### src/common/sampler_pkg.sv
/*
  Shared constants and types for the ML-DSA sampling back end.
  Input blocks are 64 bits and are consumed least significant bit first.
  Only uniform rejection (q = 8380417) and mask expansion are supported.
*/
package sampler_pkg;

  // field and polynomial
  localparam int COEFF_W       = 23;
  localparam int MLDSA_Q       = 8380417;
  localparam int COEFF_PER_CLK = 4;
  localparam int COEFF_CNT     = 256;
  localparam int OUT_CYCLES    = COEFF_CNT / COEFF_PER_CLK;
  localparam int OUT_CNT_W     = $clog2(OUT_CYCLES + 1);
  localparam int ADDR_W        = 14;

  // input blocks and buffer
  localparam int BLOCK_W     = 64;
  localparam int PISO_BUF_W  = 160;
  localparam int PISO_FILL_W = $clog2(PISO_BUF_W + 1);

  // uniform rejection, top bit of each 24-bit sample is dropped
  localparam int REJ_SAMPLE_W  = 24;
  localparam int REJ_OUT_RATE  = REJ_SAMPLE_W * COEFF_PER_CLK;
  localparam int REJ_BUF_DEPTH = 8;
  localparam int REJ_FILL_W    = $clog2(REJ_BUF_DEPTH + 1);

  // mask expansion
  localparam int EXP_SAMPLE_W = 20;
  localparam int EXP_OUT_RATE = EXP_SAMPLE_W * COEFF_PER_CLK;
  localparam int EXP_GAMMA1   = 1 << 19;

  typedef enum logic {
    MODE_REJ_UNIFORM = 1'b0,
    MODE_EXP_MASK    = 1'b1
  } sampler_mode_e;

  typedef enum logic [1:0] {
    ST_IDLE  = 2'b00,
    ST_RUN   = 2'b01,
    ST_FLUSH = 2'b10
  } sampler_state_e;

  typedef struct packed {
    logic               valid;
    logic [BLOCK_W-1:0] data;
  } block_t;

  // lane 0 in the low bits
  typedef logic [COEFF_PER_CLK-1:0][COEFF_W-1:0] coeff_vec_t;

  typedef struct packed {
    logic       dv;
    coeff_vec_t coeff;
  } ntt_out_t;

  typedef struct packed {
    logic              dv;
    logic [ADDR_W-1:0] addr;
    coeff_vec_t        coeff;
  } mem_wr_t;

endpackage

### src/piso/sampler_piso.sv
/*
  Multi-rate buffer, 64-bit blocks in, 96 (rejection) or 80 (mask) bits out.
  A block is taken only while the fill is at most 96 bits.
  Bits above the fill are kept zero so new blocks can be OR'ed in.
*/
`timescale 1ns/10ps

module sampler_piso (
  input  logic                                 clk,
  input  logic                                 rst_b,
  input  logic                                 clear_i,
  input  sampler_pkg::sampler_mode_e           mode_i,
  input  sampler_pkg::block_t                  block_i,
  input  logic                                 hold_i,
  output logic                                 hold_o,
  output logic                                 valid_o,
  output logic [sampler_pkg::REJ_OUT_RATE-1:0] data_o
);

  logic [sampler_pkg::PISO_BUF_W-1:0]  sbuf_q, sbuf_d;
  logic [sampler_pkg::PISO_BUF_W-1:0]  sbuf_shift;
  logic [sampler_pkg::PISO_BUF_W-1:0]  blk_ext;
  logic [sampler_pkg::PISO_FILL_W-1:0] fill_q, fill_d;
  logic [sampler_pkg::PISO_FILL_W-1:0] fill_shift;
  logic [sampler_pkg::PISO_FILL_W-1:0] out_rate;
  logic                                shift;
  logic                                accept;

  always_comb begin
    if (mode_i == sampler_pkg::MODE_REJ_UNIFORM) begin
      out_rate = sampler_pkg::PISO_FILL_W'(sampler_pkg::REJ_OUT_RATE);
    end else begin
      out_rate = sampler_pkg::PISO_FILL_W'(sampler_pkg::EXP_OUT_RATE);
    end
  end

  always_comb begin
    valid_o = (fill_q >= out_rate);
    hold_o  = (fill_q > sampler_pkg::PISO_FILL_W'(sampler_pkg::PISO_BUF_W -
                                                  sampler_pkg::BLOCK_W)) | hold_i;
    data_o  = sbuf_q[sampler_pkg::REJ_OUT_RATE-1:0];
    shift   = valid_o & ~hold_i;
    accept  = block_i.valid & ~hold_o;
  end

  // shift first, then append above what is left
  always_comb begin
    sbuf_shift = sbuf_q;
    fill_shift = fill_q;
    if (shift) begin
      sbuf_shift = sbuf_q >> out_rate;
      fill_shift = fill_q - out_rate;
    end

    blk_ext = {{(sampler_pkg::PISO_BUF_W - sampler_pkg::BLOCK_W){1'b0}}, block_i.data};
    blk_ext = blk_ext << fill_shift;

    sbuf_d = sbuf_shift;
    fill_d = fill_shift;
    if (accept) begin
      sbuf_d = sbuf_shift | blk_ext;
      fill_d = fill_shift + sampler_pkg::PISO_FILL_W'(sampler_pkg::BLOCK_W);
    end
  end

  always_ff @(posedge clk or negedge rst_b) begin
    if (!rst_b) begin
      sbuf_q <= '0;
      fill_q <= '0;
    end else if (clear_i) begin
      sbuf_q <= '0;
      fill_q <= '0;
    end else begin
      sbuf_q <= sbuf_d;
      fill_q <= fill_d;
    end
  end

endmodule

### src/source/exp_mask.sv
/*
  Mask expansion, four 20-bit samples to gamma1 - s mod q.
  One cycle latency, never holds the buffer.
*/
`timescale 1ns/10ps

module exp_mask (
  input  logic                                 clk,
  input  logic                                 rst_b,
  input  logic                                 clear_i,
  input  logic                                 valid_i,
  input  logic [sampler_pkg::EXP_OUT_RATE-1:0] data_i,
  output logic                                 dv_o,
  output sampler_pkg::coeff_vec_t              coeff_o
);

  logic [sampler_pkg::COEFF_PER_CLK-1:0][sampler_pkg::COEFF_W:0] diff;
  sampler_pkg::coeff_vec_t coeff_d;

  // top bit of diff is the sign, wrap by adding q
  always_comb begin
    for (int k = 0; k < sampler_pkg::COEFF_PER_CLK; k++) begin
      diff[k] = (sampler_pkg::COEFF_W+1)'(sampler_pkg::EXP_GAMMA1) -
                {{(sampler_pkg::COEFF_W + 1 - sampler_pkg::EXP_SAMPLE_W){1'b0}},
                 data_i[k*sampler_pkg::EXP_SAMPLE_W +: sampler_pkg::EXP_SAMPLE_W]};
      if (diff[k][sampler_pkg::COEFF_W]) begin
        coeff_d[k] = diff[k][sampler_pkg::COEFF_W-1:0] +
                     sampler_pkg::COEFF_W'(sampler_pkg::MLDSA_Q);
      end else begin
        coeff_d[k] = diff[k][sampler_pkg::COEFF_W-1:0];
      end
    end
  end

  always_ff @(posedge clk or negedge rst_b) begin
    if (!rst_b) begin
      dv_o <= 1'b0;
    end else if (clear_i) begin
      dv_o <= 1'b0;
    end else begin
      dv_o <= valid_i;
    end
  end

  always_ff @(posedge clk) begin
    if (valid_i) begin
      coeff_o <= coeff_d;
    end
  end

endmodule

### src/source/rej_sampler.sv
/*
  Uniform rejection sampler, four 24-bit candidates per input beat.
  Candidates below q are compacted in stream order; four are emitted
  per dv. Holds 0 to 7 coefficients, raises hold above 4.
*/
`timescale 1ns/10ps

module rej_sampler (
  input  logic                                 clk,
  input  logic                                 rst_b,
  input  logic                                 clear_i,
  input  logic                                 valid_i,
  input  logic [sampler_pkg::REJ_OUT_RATE-1:0] data_i,
  output logic                                 hold_o,
  output logic                                 dv_o,
  output sampler_pkg::coeff_vec_t              coeff_o
);

  logic [sampler_pkg::REJ_BUF_DEPTH-1:0][sampler_pkg::COEFF_W-1:0] ent_q, ent_d;

  sampler_pkg::coeff_vec_t                cand;
  logic [sampler_pkg::COEFF_PER_CLK-1:0]  acc;
  logic [sampler_pkg::REJ_FILL_W-1:0]     fill_q, fill_d;
  logic                                   pop;
  logic                                   take;
  logic                                   dv_q;
  sampler_pkg::coeff_vec_t                coeff_q;

  // compare lanes, bit 23 of each sample is dropped
  always_comb begin
    for (int k = 0; k < sampler_pkg::COEFF_PER_CLK; k++) begin
      cand[k] = data_i[k*sampler_pkg::REJ_SAMPLE_W +: sampler_pkg::COEFF_W];
      acc[k]  = (cand[k] < sampler_pkg::COEFF_W'(sampler_pkg::MLDSA_Q));
    end
  end

  always_comb begin
    hold_o = (fill_q > sampler_pkg::REJ_FILL_W'(sampler_pkg::COEFF_PER_CLK));
    pop    = (fill_q >= sampler_pkg::REJ_FILL_W'(sampler_pkg::COEFF_PER_CLK));
    take   = valid_i & ~hold_o;
  end

  // pop four from the head, then pack accepted lanes behind the rest
  always_comb begin
    ent_d  = ent_q;
    fill_d = fill_q;
    if (pop) begin
      for (int i = 0; i < sampler_pkg::COEFF_PER_CLK; i++) begin
        ent_d[i] = ent_q[i + sampler_pkg::COEFF_PER_CLK];
      end
      fill_d = fill_q - sampler_pkg::REJ_FILL_W'(sampler_pkg::COEFF_PER_CLK);
    end
    if (take) begin
      for (int k = 0; k < sampler_pkg::COEFF_PER_CLK; k++) begin
        if (acc[k]) begin
          ent_d[fill_d[sampler_pkg::REJ_FILL_W-2:0]] = cand[k];
          fill_d = fill_d + 1'b1;
        end
      end
    end
  end

  always_ff @(posedge clk or negedge rst_b) begin
    if (!rst_b) begin
      fill_q <= '0;
      dv_q   <= 1'b0;
    end else if (clear_i) begin
      fill_q <= '0;
      dv_q   <= 1'b0;
    end else begin
      fill_q <= fill_d;
      dv_q   <= pop;
    end
  end

  always_ff @(posedge clk) begin
    ent_q <= ent_d;
    if (pop) begin
      for (int i = 0; i < sampler_pkg::COEFF_PER_CLK; i++) begin
        coeff_q[i] <= ent_q[i];
      end
    end
  end

  always_comb begin
    dv_o    = dv_q;
    coeff_o = coeff_q;
  end

endmodule

### src/source/sampler_ctrl.sv
/*
  Run control. A run ends after 64 output cycles of the active port and
  is followed by one FLUSH cycle that drops leftover stream bits.
  Output dv is only passed while in RUN.
*/
`timescale 1ns/10ps

module sampler_ctrl (
  input  logic                           clk,
  input  logic                           rst_b,
  input  logic                           zeroize_i,
  input  sampler_pkg::sampler_mode_e     mode_i,
  input  logic                           start_i,
  input  logic [sampler_pkg::ADDR_W-1:0] dest_base_addr_i,
  input  logic                           piso_valid_i,
  input  logic                           rej_hold_i,
  input  logic                           rej_dv_i,
  input  sampler_pkg::coeff_vec_t        rej_coeff_i,
  input  logic                           exp_dv_i,
  input  sampler_pkg::coeff_vec_t        exp_coeff_i,
  output logic                           piso_hold_o,
  output logic                           rej_valid_o,
  output logic                           exp_valid_o,
  output logic                           clear_o,
  output logic                           busy_o,
  output sampler_pkg::ntt_out_t          ntt_o,
  output sampler_pkg::mem_wr_t           mem_o
);

  sampler_pkg::sampler_state_e state_q, state_d;

  logic [sampler_pkg::OUT_CNT_W-1:0] cnt_q, cnt_d;
  logic [sampler_pkg::ADDR_W-1:0]    addr_q, addr_d;
  logic                              rej_sel;
  logic                              vld_cycle;

  always_comb begin
    rej_sel   = (mode_i == sampler_pkg::MODE_REJ_UNIFORM);
    vld_cycle = (state_q == sampler_pkg::ST_RUN) & (rej_sel ? rej_dv_i : exp_dv_i);

    cnt_d  = cnt_q;
    addr_d = addr_q;
    if (start_i && (state_q == sampler_pkg::ST_IDLE)) begin
      cnt_d  = '0;
      addr_d = dest_base_addr_i;
    end else if (vld_cycle) begin
      cnt_d  = cnt_q + 1'b1;
      addr_d = addr_q + 1'b1;
    end
  end

  // leave RUN as soon as the last output cycle is counted
  always_comb begin
    state_d = state_q;
    unique case (state_q)
      sampler_pkg::ST_IDLE: begin
        if (start_i) state_d = sampler_pkg::ST_RUN;
      end
      sampler_pkg::ST_RUN: begin
        if (cnt_d == sampler_pkg::OUT_CNT_W'(sampler_pkg::OUT_CYCLES)) begin
          state_d = sampler_pkg::ST_FLUSH;
        end
      end
      default: state_d = sampler_pkg::ST_IDLE;
    endcase
  end

  always_ff @(posedge clk or negedge rst_b) begin
    if (!rst_b) begin
      state_q <= sampler_pkg::ST_IDLE;
      cnt_q   <= '0;
      addr_q  <= '0;
    end else if (zeroize_i) begin
      state_q <= sampler_pkg::ST_IDLE;
      cnt_q   <= '0;
      addr_q  <= '0;
    end else begin
      state_q <= state_d;
      cnt_q   <= cnt_d;
      addr_q  <= addr_d;
    end
  end

  // steer buffer handshake to the selected sampler
  always_comb begin
    rej_valid_o = piso_valid_i & rej_sel;
    exp_valid_o = piso_valid_i & ~rej_sel;
    piso_hold_o = rej_sel & rej_hold_i;
  end

  always_comb begin
    clear_o = zeroize_i | (state_q == sampler_pkg::ST_FLUSH);
    busy_o  = start_i | (state_q != sampler_pkg::ST_IDLE);
  end

  always_comb begin
    ntt_o.dv    = vld_cycle & rej_sel;
    ntt_o.coeff = rej_coeff_i;
    mem_o.dv    = vld_cycle & ~rej_sel;
    mem_o.addr  = addr_q;
    mem_o.coeff = exp_coeff_i;
  end

endmodule

### src/source/sampler_top.sv
/*
  Sampling back end top. Blocks use a valid/hold handshake; the output
  ports have no ready. mode_i must stay stable while busy_o is high.
*/
`timescale 1ns/10ps

module sampler_top (
  input  logic                          clk,
  input  logic                          rst_b,
  input  logic                          zeroize_i,
  input  sampler_pkg::sampler_mode_e    mode_i,
  input  logic                          start_i,
  input  logic [sampler_pkg::ADDR_W-1:0] dest_base_addr_i,
  input  sampler_pkg::block_t           block_i,
  output logic                          hold_o,
  output logic                          busy_o,
  output sampler_pkg::ntt_out_t         ntt_o,
  output sampler_pkg::mem_wr_t          mem_o
);

  logic                                 clear;
  logic                                 piso_valid;
  logic                                 piso_hold;
  logic [sampler_pkg::REJ_OUT_RATE-1:0] piso_data;

  logic                   rej_valid;
  logic                   rej_hold;
  logic                   rej_dv;
  sampler_pkg::coeff_vec_t rej_coeff;

  logic                   exp_valid;
  logic                   exp_dv;
  sampler_pkg::coeff_vec_t exp_coeff;

  sampler_ctrl sampler_ctrl_i (
    .clk              (clk),
    .rst_b            (rst_b),
    .zeroize_i        (zeroize_i),
    .mode_i           (mode_i),
    .start_i          (start_i),
    .dest_base_addr_i (dest_base_addr_i),
    .piso_valid_i     (piso_valid),
    .rej_hold_i       (rej_hold),
    .rej_dv_i         (rej_dv),
    .rej_coeff_i      (rej_coeff),
    .exp_dv_i         (exp_dv),
    .exp_coeff_i      (exp_coeff),
    .piso_hold_o      (piso_hold),
    .rej_valid_o      (rej_valid),
    .exp_valid_o      (exp_valid),
    .clear_o          (clear),
    .busy_o           (busy_o),
    .ntt_o            (ntt_o),
    .mem_o            (mem_o)
  );

  sampler_piso sampler_piso_i (
    .clk     (clk),
    .rst_b   (rst_b),
    .clear_i (clear),
    .mode_i  (mode_i),
    .block_i (block_i),
    .hold_i  (piso_hold),
    .hold_o  (hold_o),
    .valid_o (piso_valid),
    .data_o  (piso_data)
  );

  rej_sampler rej_sampler_i (
    .clk     (clk),
    .rst_b   (rst_b),
    .clear_i (clear),
    .valid_i (rej_valid),
    .data_i  (piso_data),
    .hold_o  (rej_hold),
    .dv_o    (rej_dv),
    .coeff_o (rej_coeff)
  );

  // mask mode uses the low 80 bits only
  exp_mask exp_mask_i (
    .clk     (clk),
    .rst_b   (rst_b),
    .clear_i (clear),
    .valid_i (exp_valid),
    .data_i  (piso_data[sampler_pkg::EXP_OUT_RATE-1:0]),
    .dv_o    (exp_dv),
    .coeff_o (exp_coeff)
  );

endmodule

### config.mk
export PLATFORM = sky130hd
export DESIGN_NAME = sampler_top
export DESIGN_NICKNAME = d
export VERILOG_FILES = /design/src/common/sampler_pkg.sv /design/src/piso/sampler_piso.sv /design/src/source/exp_mask.sv /design/src/source/rej_sampler.sv /design/src/source/sampler_ctrl.sv /design/src/source/sampler_top.sv
export SDC_FILE = /design/constraint.sdc
export NUM_CORES = 2
export LEC_CHECK = 0
export BUFFER_PORTS_ARGS = -buffer_cell sky130_fd_sc_hd__buf_2
export CAP_MARGIN = 20
export CORE_MARGIN = 4
export CORE_UTILIZATION = 50
export CTS_CLUSTER_SIZE = 8
export DETAILED_ROUTE_END_ITERATION = 16
export PLACE_DENSITY_LB_ADDON = 0.2
export SYNTH_ARGS = -nofsm -noshare
export SYNTH_HDL_FRONTEND = slang
export SYNTH_SLANG_ARGS = --single-unit
### constraint.sdc
create_clock -name clk -period 5.8 [get_ports clk]
set_clock_uncertainty 0.15 [all_clocks]
set_input_delay 0.58 -clock clk [delete_from_list [all_inputs] [get_ports clk]]
set_output_delay 0.58 -clock clk [all_outputs]
set_load 0.005 [all_outputs]
==> impl_results.md <==
- Top delay family on crit path: compound AO/OA/AOI/OAI gates
- Crit Path Class: flop to flop
- Final hold slack: 0.0798 ns
- Wirelength per Cell: 27.6 um
- Drc violations: 0
- Post-synthesis mux area share: 0.164
- Tot GR Track Use: 0.344
- Synth Area in Compound Gates: 0.182
- HP Class: input pin to flop
- CTS H-tree lvls: 3
- Worst-path clk slew: 0.05 ns
- # port buffers: 285
- Hold Path Depth: 3
- Num Clock Sinks: 561
- Clock Latency Late Sink: 0.63 ns
- Endpoints failing setup: 0
- Post-route setup TNS: 0 ns
- Initial DRT Pass Iterations: 9
- Tmin final: 5.51 ns
- Final Slew Violations: 0
- Area after DPL: 0.0375 sq mm
- Fin nets: 3927
- Yosys warns: 0
- Register area share after synthesis: 0.429
- Outcome: complete, no violations
- Cts bufs inserted: 80
- I/O pin count: around 290
- Post-Place Cells: approximately 4700
- Starting Density: 0.506
- Required @ worst endpoint: 5.98 ns
- Largest family of logic cells by synthesized area: compound AO/OA/AOI/OAI gates
- Share of the synthesized area in the top cell type: 0.238
- Vias: between 30000 and 40000
- XOR/XNOR share of the synthesized area: 0.0366
- Syn Area/Cell: around 9.5 sq um
- Vias per Instance: ~6.6
- Gpl congestion: a little over 1
- Mapped Nets: 3763
- Final hold viol count: 0
- R2r worst-path depth: 18
- Fraction of layout instances using a drive strength above 1: 0.180
- TritonCTS clock tree: built
- Number of DRC markers in iteration 0: 4106
- Worst path buffer plus inverter count: 4
- Number of flops mapped to enable cells by yosys: 276
- Worst slew pin tran: ~1.3 ns
- Cells along the critical path: ha_1, nand3_1, or3_1, o21ai_1, and2_1, inv_1, ha_1, a21oi_1, a31oi_1, buf_4, ha_1, a21boi_1, xor2_1, xor2_1, buf_4, and3_1, buf_4, o21ai_0
- First-pass GRT wire length: 194 mm
- Die Ht: between 200 and 300 um
- Leakage power total: 16.1 nW
- Min-Delay Startpoint: dest_base_addr_i[9]
- PwrDens: 621 mW/mm^2
- Fmax: approximately 180 MHz
- FP Rows: 96
- Critical path capture point type: flop
- Top post-synthesis cells by area: edfxtp_1 (24%), dfrtp_1 (14%), mux2i_1 (12%)
- GRT overflow: 0
- Mapped Cells: 3659
- Vias in the first global route: approximately 29000
- Max clock buf depth: 3
- R2R Path End: rej_sampler_i.ent_q[166]$_DFFE_PP_
- Drt total wl: 132 mm
- Final design utilization: 0.577
- Peak VDD IR: about 0.53 mV
- Adder-cell area share of the yosys netlist: 0.00739
- Fill cell count: 6042
- Sequential cell area: 0.0150 sq mm
- Seq cells post-synth: 561
- Multi-input logic area: 0.0184 sq mm
- Antenna-violating nets left: 0
- R2r startpoint: sampler_piso_i.sbuf_q[21]$_DFF_PN0_
- Count of cell types in the netlist: 87
- Max cap viols: 0
- Full die area: 0.0740 sq mm
- Area Overhead vs Synth: 14.0%
- Reg2reg setup slack: 0.29 ns
- Non-filler cells, final: 4793
- Period utilization: 0.949
- CORE AREA: 0.0688 sq mm
- Top_reg_cell synth: edfxtp_1
- Relative slew margins: 0.119
- Cell area after synthesis: 0.0349 sq mm
- Worst Path Arrival: about 5.7 ns
- WHS Endpoint: sampler_ctrl_i.addr_q[9]$_DFFE_PN0P_
- Simple-Gate Fraction of Synth Area: 0.131
- Crit path launch: sampler_piso_i.sbuf_q[21]$_DFF_PN0_
- Root buf cell: clkbuf_16
- Dominant cell type by area after synthesis: edfxtp_1
- RSZ-0062 raised after global routing: no
- CP max stage delay: 0.68 ns
- Antenna violations before repair: 4
- # diodes: 0
- Worst setup SP type: flop
- Die Wd: 272 um
- Final HPWL DP: 87.6 mm
- Crit path max fanout: 46
- Cell area after layout: 0.0397 sq mm
- Largest net degree at the start of global routing: 200
- Asr flop ratio synth: 0.344
- Slowest CP cell: dfrtp_1
## how the worst max path moves through the flow
stage / to / cells past startpoint
global route: rej_sampler_i.ent_q[166]$_DFFE_PP_ / 18
finish: rej_sampler_i.ent_q[166]$_DFFE_PP_ / 18
detailed placement: rej_sampler_i.ent_q[26]$_DFF_P_ / 17
CTS: rej_sampler_i.ent_q[26]$_DFF_P_ / 17
global placement: rej_sampler_i.ent_q[34]$_DFF_P_ / 17
floorplan: rej_sampler_i.ent_q[69]$_DFF_P_ / 11
## cell usage after synthesis, types with 6 or more instances
library cell	number
dfxtp_1	92
a221oi_1	49
o21ai_0	211
mux2_2	110
inv_1	62
o221ai_1	12
o2bb2ai_1	33
or3_1	25
o32ai_1	18
a31oi_1	30
dfrtp_1	193
xnor2_1	97
nor4_1	27
xor2_1	45
buf_2	51
o21ai_1	38
a222oi_1	52
edfxtp_1	276
or2_2	8
or4_1	8
buf_1	21
nor3_1	34
a211o_1	19
and3_1	20
nor2_1	319
and2_1	12
nor3b_1	7
mux2_1	28
a22oi_1	83
ha_1	19
nand2_1	374
nand3_1	95
clkbuf_1	287
a211oi_1	37
nand4_1	34
o22ai_1	9
a221o_1	6
mux2i_1	415
a32oi_1	17
nor2b_1	7
a21oi_1	182
o211ai_1	53
nand2b_1	27
a2bb2oi_1	16
## metal layers
metal / wire, um / global-route usage
met1: 50600 / 0.461
met2: 57100 / 0.518
met3: 16300 / 0.0795
met4: 8240 / 0.188
met5: 17 / 0
## cells in the final DEF (no fill, tap or decap), types with 28 or more instances in the layout
master and n:
o21ai_1 37, o211ai_1 53, xnor2_1 97, a221oi_1 49, nand3_1 95, mux2_2 110
clkbuf_1 34, mux2_1 28, nor2_1 316, dfrtp_1 193, buf_2 283, xor2_1 45
a21oi_1 180, buf_4 158, nand4_1 34, a211oi_1 37, clkbuf_16 82, inv_1 59
nand2_1 373, nor3_1 34, o21ai_0 211, a222oi_1 52, dfxtp_1 92, mux2i_1 415
a22oi_1 83, o2bb2ai_1 33, edfxtp_1 276
## sequential cells by signal (all words and copies together) (netlist names)
name and flops:
rej_sampler_i.dv_o 1, rej_sampler_i.coeff_o 92, sampler_ctrl_i.cnt_q 7, sampler_ctrl_i.state_q 2, exp_mask_i.dv_o 1, rej_sampler_i.ent_q 184
sampler_piso_i.sbuf_q 160, sampler_ctrl_i.addr_q 14, exp_mask_i.coeff_o 92, sampler_piso_i.fill_q 4, rej_sampler_i.fill_q 4
## power by group
part           total [mW]  leakage (nW)  switching [mW]  internal, mW
Combinational        13.2          9.08            8.58          4.65
Sequential           7.08          5.95            1.11          5.97
Clock                4.38          1.08            1.77          2.61
## kinds of logic after synthesis
| family | count (synthesis) |
|---|---|
| adder cells (fa/ha/maj) | 20 |
| XOR/XNOR | 144 |
| AND/OR/NAND/NOR | 1020 |
| flip-flops | 561 |
| AO/OA/AOI/OAI | 930 |
| buffers and inverters | 431 |
| multiplexers | 553 |
## tightest hold or removal path: stages
cell	delay [ns]
buf_2	0.09
nor2_1	0.09
a211oi_1	0.05
## stage by stage
step | power, mW | setup slack (ns)
floorplan | 15.3 | 0.601
global placement | 19.8 | 0.452
detailed placement | 19.9 | 0.351
CTS | 24.3 | 0.301
global route | 25.8 | 0.0159
finish | 24.7 | 0.294
## final cells by class
class / instances / area share
multi-input cells: 2667 / 0.463
flip-flops and latches: 561 / 0.376
repair buffers: 448 / 0.0686
clock buffers: 116 / 0.0549
well taps: 931 / 0.0293
inverters: 65 / 0.00646
clock inverters: 5 / 0.00170
## repair_timing
action / 4_1_cts / 5_1_grt
hold buffers: 1 / 0
resized for setup: 0 / 1
endpoints found under the hold margin: 97 / 0
endpoints found under the setup margin: 0 / 17
setup buffers: 0 / 0
Power figures use the tool's default switching activity.
